**config.mk**
```make
export PLATFORM = sky130hd
export DESIGN_NAME = s16b_main
export DESIGN_NICKNAME = d
export VERILOG_FILES = /design/src/source/s16b_bus_pkg.sv /design/src/source/s16b_cab_pkg.sv /design/src/source/s16b_bus_decode.sv /design/src/source/s16b_bus_resp.sv /design/src/source/s16b_main.sv /design/src/source/s16b_sys_regs.sv
export SDC_FILE = /design/constraint.sdc
export NUM_CORES = 1
export LEC_CHECK = 0
export ABC_AREA = 1
export BUFFER_PORTS_ARGS = -buffer_cell sky130_fd_sc_hd__buf_2
export CAP_MARGIN = 30
export CORE_AREA = 3 3 117 119
export CTS_CLUSTER_DIAMETER = 30
export DETAILED_ROUTE_END_ITERATION = 12
export DIE_AREA = 0 0 120 122
export PLACE_DENSITY_LB_ADDON = 0.1
export RECOVER_POWER = 100
export SETUP_SLACK_MARGIN = 0.1
export SKIP_LAST_GASP = 1
export SYNTH_ARGS = -nofsm -noshare
export SYNTH_HDL_FRONTEND = slang
export SYNTH_HIERARCHICAL = 1
export SYNTH_SLANG_ARGS = --single-unit
```
**constraint.sdc**
```tcl
create_clock -name clk -period 2.2 [get_ports clk]
set_input_delay 0.11 -clock clk [delete_from_list [all_inputs] [get_ports clk]]
set_output_delay 0.11 -clock clk [all_outputs]
set_load 0.02 [all_outputs]
```
**src/source/s16b_bus_pkg.sv**
```systemverilog
// ========================================
// System 16B main CPU bus definitions
// Widths, region map and CPU clock ratio
// ========================================
package s16b_bus_pkg;

    // 68000 bus as seen by the glue
    typedef logic [23:1] cpu_addr_t;    // Word address
    typedef logic [15:0] cpu_data_t;
    typedef logic [18:1] rom_addr_t;    // 512 kB of program ROM

    // Region decode on address bits 22:20
    typedef logic [2:0] region_t;
    typedef logic [7:0] region_vec_t;   // One-hot active region

    // Regions 0 to 2 are program ROM banks
    localparam region_t reg_ram  = 3'd3;    // Work RAM
    localparam region_t reg_oram = 3'd4;    // Object RAM
    localparam region_t reg_vram = 3'd5;    // Tile and text RAM
    localparam region_t reg_pal  = 3'd6;    // Colour RAM
    localparam region_t reg_io   = 3'd7;

    // CPU clock enable is cen_num/cen_den of clk
    localparam logic [7:0] cen_num = 8'd29;
    localparam logic [7:0] cen_den = 8'd146;

    // Value seen on an undriven data bus
    localparam cpu_data_t data_idle = 16'hffff;

endpackage

```
**src/source/s16b_cab_pkg.sv**
```systemverilog
// ========================================
// Cabinet and game definitions
// Game ids, I/O pages and input types
// ========================================
package s16b_cab_pkg;

    typedef logic [7:0]  game_id_t;
    typedef logic [7:0]  joy_t;         // Digital joystick, active low
    typedef logic [15:0] ana_t;         // Analog axis, upper byte only
    typedef logic [7:0]  cab_byte_t;    // I/O read byte

    // Games with their own custom input page
    localparam game_id_t game_passsht = 8'h13;
    localparam game_id_t game_sdi     = 8'h12;
    localparam game_id_t game_defense = 8'h19;

    // I/O page number comes from address bits 13:12
    localparam logic [1:0] io_page_ctrl   = 2'd0;   // Video control writes
    localparam logic [1:0] io_page_cab    = 2'd1;   // Coins, starts, joysticks
    localparam logic [1:0] io_page_dip    = 2'd2;
    localparam logic [1:0] io_page_custom = 2'd3;   // Per-game extra inputs

endpackage

```
**src/source/s16b_bus_decode.sv**
```systemverilog
// ========================================
// Main CPU address decode
// Chip selects and ROM address by board
// ========================================
module s16b_bus_decode
    import s16b_bus_pkg::*;
    import s16b_cab_pkg::*;
(
    input  logic      clk,
    input  logic      rst,
    input  game_id_t  game_id,

    input  cpu_addr_t addr,
    input  logic      asn,
    input  logic      udsn,
    input  logic      ldsn,
    input  logic      rnw,

    output logic      rom_cs,
    output logic      ram_cs,
    output logic      vram_cs,
    output logic      char_cs,
    output logic      objram_cs,
    output logic      pal_cs,
    output logic      io_cs,
    output logic      tbank_cs,
    output rom_addr_t rom_addr,
    output logic      udswn,
    output logic      ldswn
);

    region_t     region;
    region_vec_t active;
    logic [1:0]  act_enc;   // ROM bank 0 to 2
    logic        busn;      // Low once a data strobe is out

    assign udswn  = udsn | rnw;
    assign ldswn  = ldsn | rnw;
    assign busn   = asn | (udsn & ldsn);
    assign region = addr[22:20];
    assign active = 8'd1 << region;

    always_comb begin
        case (active[2:0])
            3'b010:  act_enc = 2'd1;
            3'b100:  act_enc = 2'd2;
            default: act_enc = 2'd0;
        endcase
    end

    // ROM wiring differs between board families
    always_comb begin
        casez (game_id[7:3])
            5'b001??: rom_addr = addr[18:1];            // 171-5797
            5'b0001?: begin
                if (game_id == 8'h10 || game_id == 8'h1a) begin
                    rom_addr = {act_enc, addr[16:1]};   // 171-5358, large ROMs
                end else begin
                    rom_addr = {1'b0, act_enc, addr[15:1]};
                end
            end
            5'b00001: rom_addr = {1'b0, addr[17:1]};    // Korean board
            default:  rom_addr = {act_enc[0], addr[17:1]};  // 171-5521 and 171-5704
        endcase
    end

    always_ff @(posedge clk or posedge rst) begin
        if (rst) begin
            rom_cs    <= 1'b0;
            ram_cs    <= 1'b0;
            vram_cs   <= 1'b0;
            char_cs   <= 1'b0;
            objram_cs <= 1'b0;
            pal_cs    <= 1'b0;
            io_cs     <= 1'b0;
            tbank_cs  <= 1'b0;
        end else if (!asn) begin
            rom_cs    <= (|active[2:0]) && rnw;
            tbank_cs  <= active[2] && !rnw;             // Tile bank latch sits on bank 2
            char_cs   <= active[reg_vram] && addr[16];
            vram_cs   <= !busn && active[reg_vram] && !addr[16];
            ram_cs    <= !busn && active[reg_ram];
            objram_cs <= active[reg_oram];
            pal_cs    <= active[reg_pal];
            io_cs     <= active[reg_io];
        end else begin
            rom_cs    <= 1'b0;
            ram_cs    <= 1'b0;
            vram_cs   <= 1'b0;
            char_cs   <= 1'b0;
            objram_cs <= 1'b0;
            pal_cs    <= 1'b0;
            io_cs     <= 1'b0;
            tbank_cs  <= 1'b0;
        end
    end

endmodule

```
**src/source/s16b_bus_resp.sv**
```systemverilog
// ========================================
// CPU bus response
// Clock enable, read data mux and DTACK
// ========================================
module s16b_bus_resp
    import s16b_bus_pkg::*;
(
    input  logic      clk,
    input  logic      rst,
    input  logic      asn,

    input  logic      rom_cs,
    input  logic      ram_cs,
    input  logic      vram_cs,
    input  logic      char_cs,
    input  logic      objram_cs,
    input  logic      pal_cs,
    input  logic      io_cs,

    input  logic      rom_ok,
    input  logic      ram_ok,
    input  cpu_data_t rom_data,
    input  cpu_data_t ram_data,     // Shared by work RAM and VRAM
    input  cpu_data_t char_dout,
    input  cpu_data_t pal_dout,
    input  cpu_data_t obj_dout,
    input  logic [7:0] cab_dout,

    output cpu_data_t cpu_din,
    output logic      dtackn,
    output logic      cpu_cen
);

    typedef enum logic [1:0] {
        st_idle,
        st_wait,
        st_acked
    } dtack_state_t;

    dtack_state_t state;
    logic [7:0]   cen_acc;
    logic [8:0]   cen_sum;
    logic [8:0]   cen_wrap;
    logic         asn_q;
    logic         busy;

    // Fractional enable, 29 pulses every 146 clocks
    assign cen_sum  = {1'b0, cen_acc} + {1'b0, cen_num};
    assign cen_wrap = cen_sum - {1'b0, cen_den};

    always_ff @(posedge clk or posedge rst) begin
        if (rst) begin
            cen_acc <= 8'd0;
            cpu_cen <= 1'b0;
        end else if (cen_sum >= {1'b0, cen_den}) begin
            cen_acc <= cen_wrap[7:0];
            cpu_cen <= 1'b1;
        end else begin
            cen_acc <= cen_sum[7:0];
            cpu_cen <= 1'b0;
        end
    end

    // Unmapped addresses keep the last value
    always_ff @(posedge clk or posedge rst) begin
        if (rst) begin
            cpu_din <= data_idle;
        end else if (ram_cs || vram_cs) begin
            cpu_din <= ram_data;
        end else if (rom_cs) begin
            cpu_din <= rom_data;
        end else if (char_cs) begin
            cpu_din <= char_dout;
        end else if (pal_cs) begin
            cpu_din <= pal_dout;
        end else if (objram_cs) begin
            cpu_din <= obj_dout;
        end else if (io_cs) begin
            cpu_din <= {data_idle[15:8], cab_dout};
        end
    end

    assign busy = (rom_cs & ~rom_ok) | ((ram_cs | vram_cs) & ~ram_ok);

    // Wait state starts on the second edge of the cycle
    // so chip selects and I/O data have settled
    always_ff @(posedge clk or posedge rst) begin
        if (rst) begin
            state <= st_idle;
            asn_q <= 1'b1;
        end else begin
            asn_q <= asn;
            case (state)
                st_idle: if (!asn && !asn_q) state <= st_wait;
                st_wait: begin
                    if (asn) begin
                        state <= st_idle;   // Cycle aborted
                    end else if (cpu_cen && !busy) begin
                        state <= st_acked;
                    end
                end
                st_acked: if (asn) state <= st_idle;
                default:  state <= st_idle;
            endcase
        end
    end

    assign dtackn = state != st_acked;

endmodule

```
**src/source/s16b_main.sv**
```systemverilog
// ========================================
// System 16B main bus glue, top level
// ========================================
module s16b_main
    import s16b_bus_pkg::*;
    import s16b_cab_pkg::*;
(
    input  logic       clk,
    input  logic       rst,
    input  game_id_t   game_id,

    // 68000 bus
    input  cpu_addr_t  addr,
    input  logic       asn,
    input  logic       udsn,
    input  logic       ldsn,
    input  logic       rnw,
    input  cpu_data_t  cpu_dout,
    output cpu_data_t  cpu_din,
    output logic       dtackn,
    output logic       cpu_cen,

    // Memories
    output logic       rom_cs,
    output rom_addr_t  rom_addr,
    input  cpu_data_t  rom_data,
    input  logic       rom_ok,
    output logic       ram_cs,
    output logic       vram_cs,
    input  cpu_data_t  ram_data,
    input  logic       ram_ok,
    output logic       char_cs,
    output logic       pal_cs,
    output logic       objram_cs,
    input  cpu_data_t  char_dout,
    input  cpu_data_t  pal_dout,
    input  cpu_data_t  obj_dout,

    // Video control
    output logic       flip,
    output logic       video_en,
    output logic [5:0] tile_bank,

    // Cabinet
    input  joy_t       joystick1,
    input  joy_t       joystick2,
    input  joy_t       joystick3,
    input  joy_t       joystick4,
    input  ana_t       joyana1,
    input  ana_t       joyana2,
    input  ana_t       joyana3,
    input  ana_t       joyana4,
    input  logic [1:0] start_button,
    input  logic [1:0] coin_input,
    input  logic       service,
    input  logic       dip_test,
    input  logic [7:0] dipsw_a,
    input  logic [7:0] dipsw_b
);

    logic      io_cs;
    logic      tbank_cs;
    logic      ldswn;
    cab_byte_t cab_dout;

    s16b_bus_decode i_bus_decode (
        .udswn (),      // Upper byte writes only reach external RAM
        .*
    );

    s16b_sys_regs i_sys_regs (.*);

    s16b_bus_resp i_bus_resp (.*);

endmodule

```
**src/source/s16b_sys_regs.sv**
```systemverilog
// ========================================
// System registers
// Cabinet inputs and video control writes
// ========================================
module s16b_sys_regs
    import s16b_bus_pkg::*;
    import s16b_cab_pkg::*;
(
    input  logic       clk,
    input  logic       rst,
    input  game_id_t   game_id,

    input  cpu_addr_t  addr,
    input  cpu_data_t  cpu_dout,
    input  logic       ldswn,
    input  logic       io_cs,
    input  logic       tbank_cs,

    input  joy_t       joystick1,
    input  joy_t       joystick2,
    input  joy_t       joystick3,
    input  joy_t       joystick4,
    input  ana_t       joyana1,
    input  ana_t       joyana2,
    input  ana_t       joyana3,
    input  ana_t       joyana4,
    input  logic [1:0] start_button,
    input  logic [1:0] coin_input,
    input  logic       service,
    input  logic       dip_test,
    input  logic [7:0] dipsw_a,
    input  logic [7:0] dipsw_b,

    output cab_byte_t  cab_dout,
    output logic       flip,
    output logic       video_en,
    output logic [5:0] tile_bank
);

    // Joystick bit order on the cabinet page
    function automatic cab_byte_t sort_joy(input joy_t joy);
        return {joy[1:0], joy[3:2], joy[7], joy[5:4], joy[6]};
    endfunction

    // Passing Shot wires four players differently
    function automatic cab_byte_t pass_joy(input joy_t joy);
        return {joy[7:4], joy[1:0], joy[3:2]};
    endfunction

    always_ff @(posedge clk or posedge rst) begin
        if (rst) begin
            cab_dout <= 8'hff;
            flip     <= 1'b0;
            video_en <= 1'b1;
        end else begin
            cab_dout <= 8'hff;  // Unmapped reads float high
            if (io_cs) begin
                case (addr[13:12])
                    io_page_ctrl: begin
                        if (!ldswn) begin
                            flip     <= cpu_dout[6];
                            video_en <= cpu_dout[5];
                        end
                    end
                    io_page_cab: begin
                        case (addr[2:1])
                            2'd0: cab_dout <= {2'b11, start_button, service, dip_test,
                                               coin_input};
                            2'd1: cab_dout <= sort_joy(joystick1);
                            2'd3: cab_dout <= sort_joy(joystick2);
                            default: cab_dout <= 8'hff;
                        endcase
                    end
                    io_page_dip: cab_dout <= addr[1] ? dipsw_a : dipsw_b;
                    io_page_custom: begin
                        if (addr[9:8] == 2'b10) begin
                            if (game_id == game_passsht) begin
                                case (addr[2:1])
                                    2'd0: cab_dout <= pass_joy(joystick1);
                                    2'd1: cab_dout <= pass_joy(joystick2);
                                    2'd2: cab_dout <= pass_joy(joystick3);
                                    2'd3: cab_dout <= pass_joy(joystick4);
                                endcase
                            end else if (game_id == game_sdi || game_id == game_defense) begin
                                case (addr[2:1])    // Two axes per player
                                    2'd0: cab_dout <= joyana1[15:8];
                                    2'd1: cab_dout <= joyana2[15:8];
                                    2'd2: cab_dout <= joyana3[15:8];
                                    2'd3: cab_dout <= joyana4[15:8];
                                endcase
                            end
                        end
                    end
                endcase
            end
        end
    end

    // Tile bank halves written through ROM bank 2
    always_ff @(posedge clk or posedge rst) begin
        if (rst) begin
            tile_bank <= 6'd0;
        end else if (tbank_cs && !ldswn) begin
            if (addr[1]) begin
                tile_bank[5:3] <= cpu_dout[2:0];
            end else begin
                tile_bank[2:0] <= cpu_dout[2:0];
            end
        end
    end

endmodule

```
==> reports/qor.yml, run 1 <==
setup_viol: 0
hold_path_depth: 3
routabilityCongestion: 0.855
finalWorstSetupSlack_ps: 198
startpoint_type: "register"
viasPerCell: 4.74
cts_buffers: 5
ff2ff_setup_slack_ps: 200
antenna_found_initial: 0
power.net_switching_uw: 942
dp.cells: 1102
dieArea_um2: 14600
holdPathEnd: "i_bus_resp/cpu_din[12]$_DFFE_PP1P_"
finalCritPeriodShare_pct: 91.0
drive_gt1_share_pct: 28.6
final_common_cell: "nand2_1"
place_hpwl_um: 12600
slowest_delay_ps: 420
timing.fmax_mhz: 500
postPlaceCellArea_um2: 5750
pre_cts_slack_ps: 216
seq_power_share_pct: 41.3
start_util_pct: 35.9
min_period_ps: 2000
rsz0062_at_grt: "false"
worstHoldStart: "ram_data[12]"
cts_max_level: 2
dr.pass1.iters: 5
slew_headroom_pct: 19.8
io_pins: 303
clkPwrFrac_pct: 28.7
cts.clk_slew.worst_paths_ps: 70
arrival_ps: 2190
crit_chain: "ha_1 > xor2_2 > ha_1 > nand3_2 > nand2_2 > nand3_4 > o21bai_4 > nand2_2 > nand2_1 > nand2_1"
final_cell_mix: "221 x nand2_1, 198 x buf_2, 98 x nand3_1"
reg2regPathDepth: 10
stdcell_count: 1115
setup_tns_ps: 0
grt.total_usage_pct: 20.8
syn_nets: 984
wl_um: 15800
netlist_instances: 728
syn_avg_cell_area_um2: 6.25
peakVddDrop_uv: 262
clockBufferDepth: 2
clock_tree.root_cell: "clkbuf_16"
crit_path_end_kind: "register"
syn_to_final_growth_pct: 28.7
grt_overflow_total: 0
critPathRequiredTime_ps: 2390
slowest_stage: "dfrtp_1"
timing.rr.end: "i_bus_resp/cen_acc[5]$_DFF_PP0_"
tritoncts: "built"
vias: 5286
n_fill_cell: 1408
yosysWarnings: 6
grt_max_degree: 42
grt_pass1_vias: 4932
p_sw_share_pct: 33.8
outcome: "finished, final reports clean"
max-cap-violations: 0
design_area_um2: 5850
clk_latency_ps: 290
die_w_um: 120
cts-resized-gates: 0
holdWs_ps: 23.3
cpLargestDelayFamily: "simple AND/OR/NAND/NOR gates"
combPwrFrac_pct: 30.0
worstSetupPathType: "reg2reg"
critPathBufInv: 0
tightest_slew_ps: 1200
syn-cell-area_um2: 4550
avgRoutedWirePerCell_um: 14.2
hp-class: "in2reg"
fp-row-count: 41
cts_sinks: 52
port_buffers: 239
power.leakage_uw: 0.00316
coreArea_um2: 12700
drtAntennaViolNets: 0
layout.nets: 1198
power_density_nw_per_um2: 476
cp_max_fo: 7
skew_ps: 8.54
reg2reg_from: "i_bus_resp/cen_acc[0]$_DFF_PP0_"
p_int_uw: 1840
diodes: 0
grt_pass1_wl_um: 24500
final_hold_viol_count: 0
first_iter_violations: 440
slew_violations: 0
die_h_um: 122
drc: 0
## how the worst max path moves through the flow
stage / endpoint / slack, ps / cells after the start / from
after floorplan: i_bus_resp/cen_acc[1]$_DFF_PP0_ / 420 / 10 / i_bus_resp/cen_acc[0]$_DFF_PP0_
after global placement: i_bus_resp/cen_acc[1]$_DFF_PP0_ / 230 / 10 / i_bus_resp/cen_acc[0]$_DFF_PP0_
after detailed placement: i_bus_resp/cen_acc[5]$_DFF_PP0_ / 220 / 10 / i_bus_resp/cen_acc[0]$_DFF_PP0_
after CTS: i_bus_resp/cen_acc[5]$_DFF_PP0_ / 200 / 10 / i_bus_resp/cen_acc[0]$_DFF_PP0_
after global routing: i_bus_resp/cen_acc[5]$_DFF_PP0_ / 60 / 10 / i_bus_resp/cen_acc[0]$_DFF_PP0_
final: i_bus_resp/cen_acc[5]$_DFF_PP0_ / 200 / 10 / i_bus_resp/cen_acc[0]$_DFF_PP0_
## routing by layer
layer / up-vias / GRT usage (%) / part of all wire (%) / wire, um
met5: - / 0 / 0 / 0
met4: 0 / 4.87 / 1.5 / 240
met3: 17 / 3.67 / 6.3 / 1000
met2: 183 / 35.1 / 47 / 7430
met1: 2320 / 27.7 / 45 / 7140
li1: 2766 / - / - / -
## area by class of cell
type | instances | area [um^2] | area share, %
clock buffer | 5 | 125 | 2.14
sequential | 52 | 1330 | 22.8
multi-input combinational | 553 | 2620 | 44.7
clock inverter | 3 | 27.5 | 0.470
tap | 172 | 215 | 3.68
inverter | 75 | 282 | 4.81
timing repair buffer | 255 | 1250 | 21.4
## power by group through the flow
stage               registers (uW)  logic (uW)  clock network (uW)
floorplan                     1270         416                   0
global placement              1160         876                   0
detailed placement            1160         874                   0
CTS                           1150         882                 832
global route                  1160         941                 878
finish                        1150         835                 798
## what timing repair did
action                                  4_1_cts  5_1_grt
endpoints found under the hold margin        17        0
buffers inserted                              0        2
endpoints found under the setup margin        0        6
hold buffers                                  3        0
## metrics by stage
stage	utilization [%]	total power, uW
floorplan	-	1690
global placement	45.4	2040
detailed placement	45.4	2040
CTS	46.8	2860
global route	46.2	2980
finish	46.2	2780
## worst register-to-register path, cell delays in order (launching register included)
cell	delay [ps]
dfrtp_1	420
ha_1	260
xor2_2	230
ha_1	240
nand3_2	90
nand2_2	100
nand3_4	90
o21bai_4	190
nand2_2	140
nand2_1	90
nand2_1	50
## sequential cells by signal, indices dropped and copies added, names as in the netlist
| register | cells |
|---|---|
| i_bus_decode/pal_cs | 1 |
| i_bus_resp/asn_q | 1 |
| i_bus_decode/io_cs | 1 |
| i_bus_resp/state | 2 |
| i_bus_decode/char_cs | 1 |
| i_bus_decode/objram_cs | 1 |
| i_bus_resp/cpu_cen | 1 |
| i_bus_decode/ram_cs | 1 |
| i_sys_regs/flip | 1 |
| i_bus_decode/vram_cs | 1 |
| i_bus_resp/cpu_din | 16 |
| i_sys_regs/cab_dout | 8 |
| i_bus_decode/rom_cs | 1 |
| i_sys_regs/tile_bank | 6 |
| i_bus_decode/tbank_cs | 1 |
| i_bus_resp/cen_acc | 8 |
| i_sys_regs/video_en | 1 |
No activity file was read; power rests on OpenSTA's default activity.
==> run 2: changes to the inputs <==
--- a/config.mk
+++ b/config.mk
@@ -9,6 +9,7 @@
 export BUFFER_PORTS_ARGS = -buffer_cell sky130_fd_sc_hd__buf_2
 export CAP_MARGIN = 30
 export CORE_AREA = 3 3 117 119
+export CTS_BUF_LIST = sky130_fd_sc_hd__clkbuf_16
 export CTS_CLUSTER_DIAMETER = 30
 export DETAILED_ROUTE_END_ITERATION = 12
 export DIE_AREA = 0 0 120 122
==> constraint.sdc (replaced) <==
create_clock -name clk -period 2.2 [get_ports clk]
set_input_delay 0.22 -clock clk [delete_from_list [all_inputs] [get_ports clk]]
set_output_delay 0.22 -clock clk [all_outputs]
set_load 0.02 [all_outputs]
==> reports/qor.yml, run 2 (synthesized netlist as in run 1, its figures left out) <==
grtUsageMet2_pct: 33.8
outcome: "finished, final reports clean"
hold_path_depth: 2
grt_pass1_vias: 4808
drive_gt1_share_pct: 28.8
min_period_ps: 1970
drc: 0
design_area_um2: 5870
antenna_found_initial: 0
coreArea_um2: 12700
cts_sinks: 52
crit_chain: "ha_1 > xor2_2 > ha_1 > nand3_1 > nand2_2 > nand3_4 > o21bai_4 > buf_4 > nand3_1 > nand2_1"
skew_ps: 9.55
use_met3_pct: 3.90
slowest_delay_ps: 410
start_util_pct: 35.9
max-cap-violations: 0
wl_um: 15800
port_buffers: 239
grt_max_degree: 33
io_pins: 303
cts_max_level: 2
largest_reg_flops: 16
die_w_um: 120
top_regs: "i_bus_resp/cpu_din: 16 flops, i_bus_resp/cen_acc: 8 flops, i_sys_regs/cab_dout: 8 flops"
reg2regPathDepth: 10
peakVddDrop_uv: 327
slew_violations: 0
startpoint_type: "register"
critPathRequiredTime_ps: 2440
slowest_stage: "dfrtp_1"
power_density_nw_per_um2: 475
holdWs_ps: 127
final_hold_viol_count: 0
avgRoutedWirePerCell_um: 14.1
power.leakage_uw: 0.00317
cts_buffers: 5
die_h_um: 122
setup_viol: 0
tritoncts: "built"
met1_usage_pct: 27.4
clk_latency_ps: 290
dr.pass1.iters: 5
syn_to_final_growth_pct: 29.1
finalCritPeriodShare_pct: 89.7
worstSetupPathType: "reg2reg"
arrival_ps: 2210
ff2ff_setup_slack_ps: 230
first_iter_violations: 328
viasPerCell: 4.73
dieArea_um2: 14600
n_fill_cell: 1443
hp-class: "in2reg"
place_hpwl_um: 12700
timing.fmax_mhz: 507
final_cell_mix: "221 x nand2_1, 198 x buf_2, 99 x nand3_1"
cp_max_fo: 4
final_common_cell: "nand2_1"
diodes: 0
grt_pass1_wl_um: 24100
postPlaceCellArea_um2: 5770
top_register: "i_bus_resp/cpu_din"
fp-row-count: 41
grt_overflow_total: 0
slew_headroom_pct: 37.6
clockBufferDepth: 2
routabilityCongestion: 0.854
multiInputGateArea_um2: 2620
setup_tns_ps: 0
layout.nets: 1201
tightest_slew_ps: 935
grt.total_usage_pct: 20.3
clock_tree.root_cell: "clkbuf_16"
power_uw: 2790
drtAntennaViolNets: 0
grt.busiest_layer: "met2"
cts.clk_slew.worst_paths_ps: 80
regArea_um2: 1330
vias: 5293
rsz0062_at_grt: "false"
crit_path_end_kind: "register"
## run 2: critical path, delay by kind of cell (launching register included)
| family | cells | cell delay, ps |
|---|---|---|
| adders and majority gates | 2 | 490 |
| AOI/OAI and AO/OA | 1 | 200 |
| buffers and inverters | 1 | 150 |
| DFF | 1 | 410 |
| xor gates and xnor gates | 1 | 230 |
| and+or+nand+nor | 5 | 430 |
## run 2: area by class of cell
| type | count | area share (%) |
|---|---|---|
| multi-input cells | 553 | 44.5 |
| flip-flops and latches | 52 | 22.7 |
| repair buffers | 258 | 21.7 |
| inverters | 75 | 4.80 |
| well taps | 172 | 3.67 |
| clock buffers | 5 | 2.13 |
| clock inverters | 3 | 0.469 |
## run 2: final timing paths
kind / from / endpoint
max: i_bus_resp/cen_acc[0]$_DFF_PP0_ / i_bus_resp/cen_acc[3]$_DFF_PP0_
min: addr[15] / i_bus_decode/vram_cs$_DFF_PP0_
max reg2reg: i_bus_resp/cen_acc[0]$_DFF_PP0_ / i_bus_resp/cen_acc[3]$_DFF_PP0_
min reg2reg: i_bus_resp/cpu_din[8]$_DFFE_PP1P_ / i_bus_resp/cpu_din[8]$_DFFE_PP1P_
max in group asynchronous: rst / i_bus_resp/cen_acc[6]$_DFF_PP0_
min in group asynchronous: rst / i_bus_decode/rom_cs$_DFF_PP0_
## run 2: per-stage QoR
stage	cells	setup WS (ps)	util (%)
2_1_floorplan	728	417	-
3_3_place_gp	1105	237	45.5
3_5_place_dp	1105	232	45.5
4_1_cts	1114	209	46.8
5_1_grt	1118	70.2	46.3
6_report	1118	226	46.3
## run 2: repair_timing
action,4_1_cts,5_1_grt
setup endpoints to repair,0,6
setup buffers,0,4
resized for setup,0,1
endpoints found under the hold margin,8,0
hold buffers,1,0
## run 2: layer usage
layer	vias to the layer above	share of wire, %	wire (um)
li1	2767	-	-
met1	2330	44	7010
met2	180	47	7450
met3	16	7.2	1140
met4	0	1.3	201
met5	-	0	0
## run 2: where the power goes
| group | internal (uW) | switching, uW |
|---|---|---|
| Combinational | 313 | 525 |
| Clock | 432 | 365 |
| Sequential | 1100 | 50.4 |
| Total | 1840 | 941 |
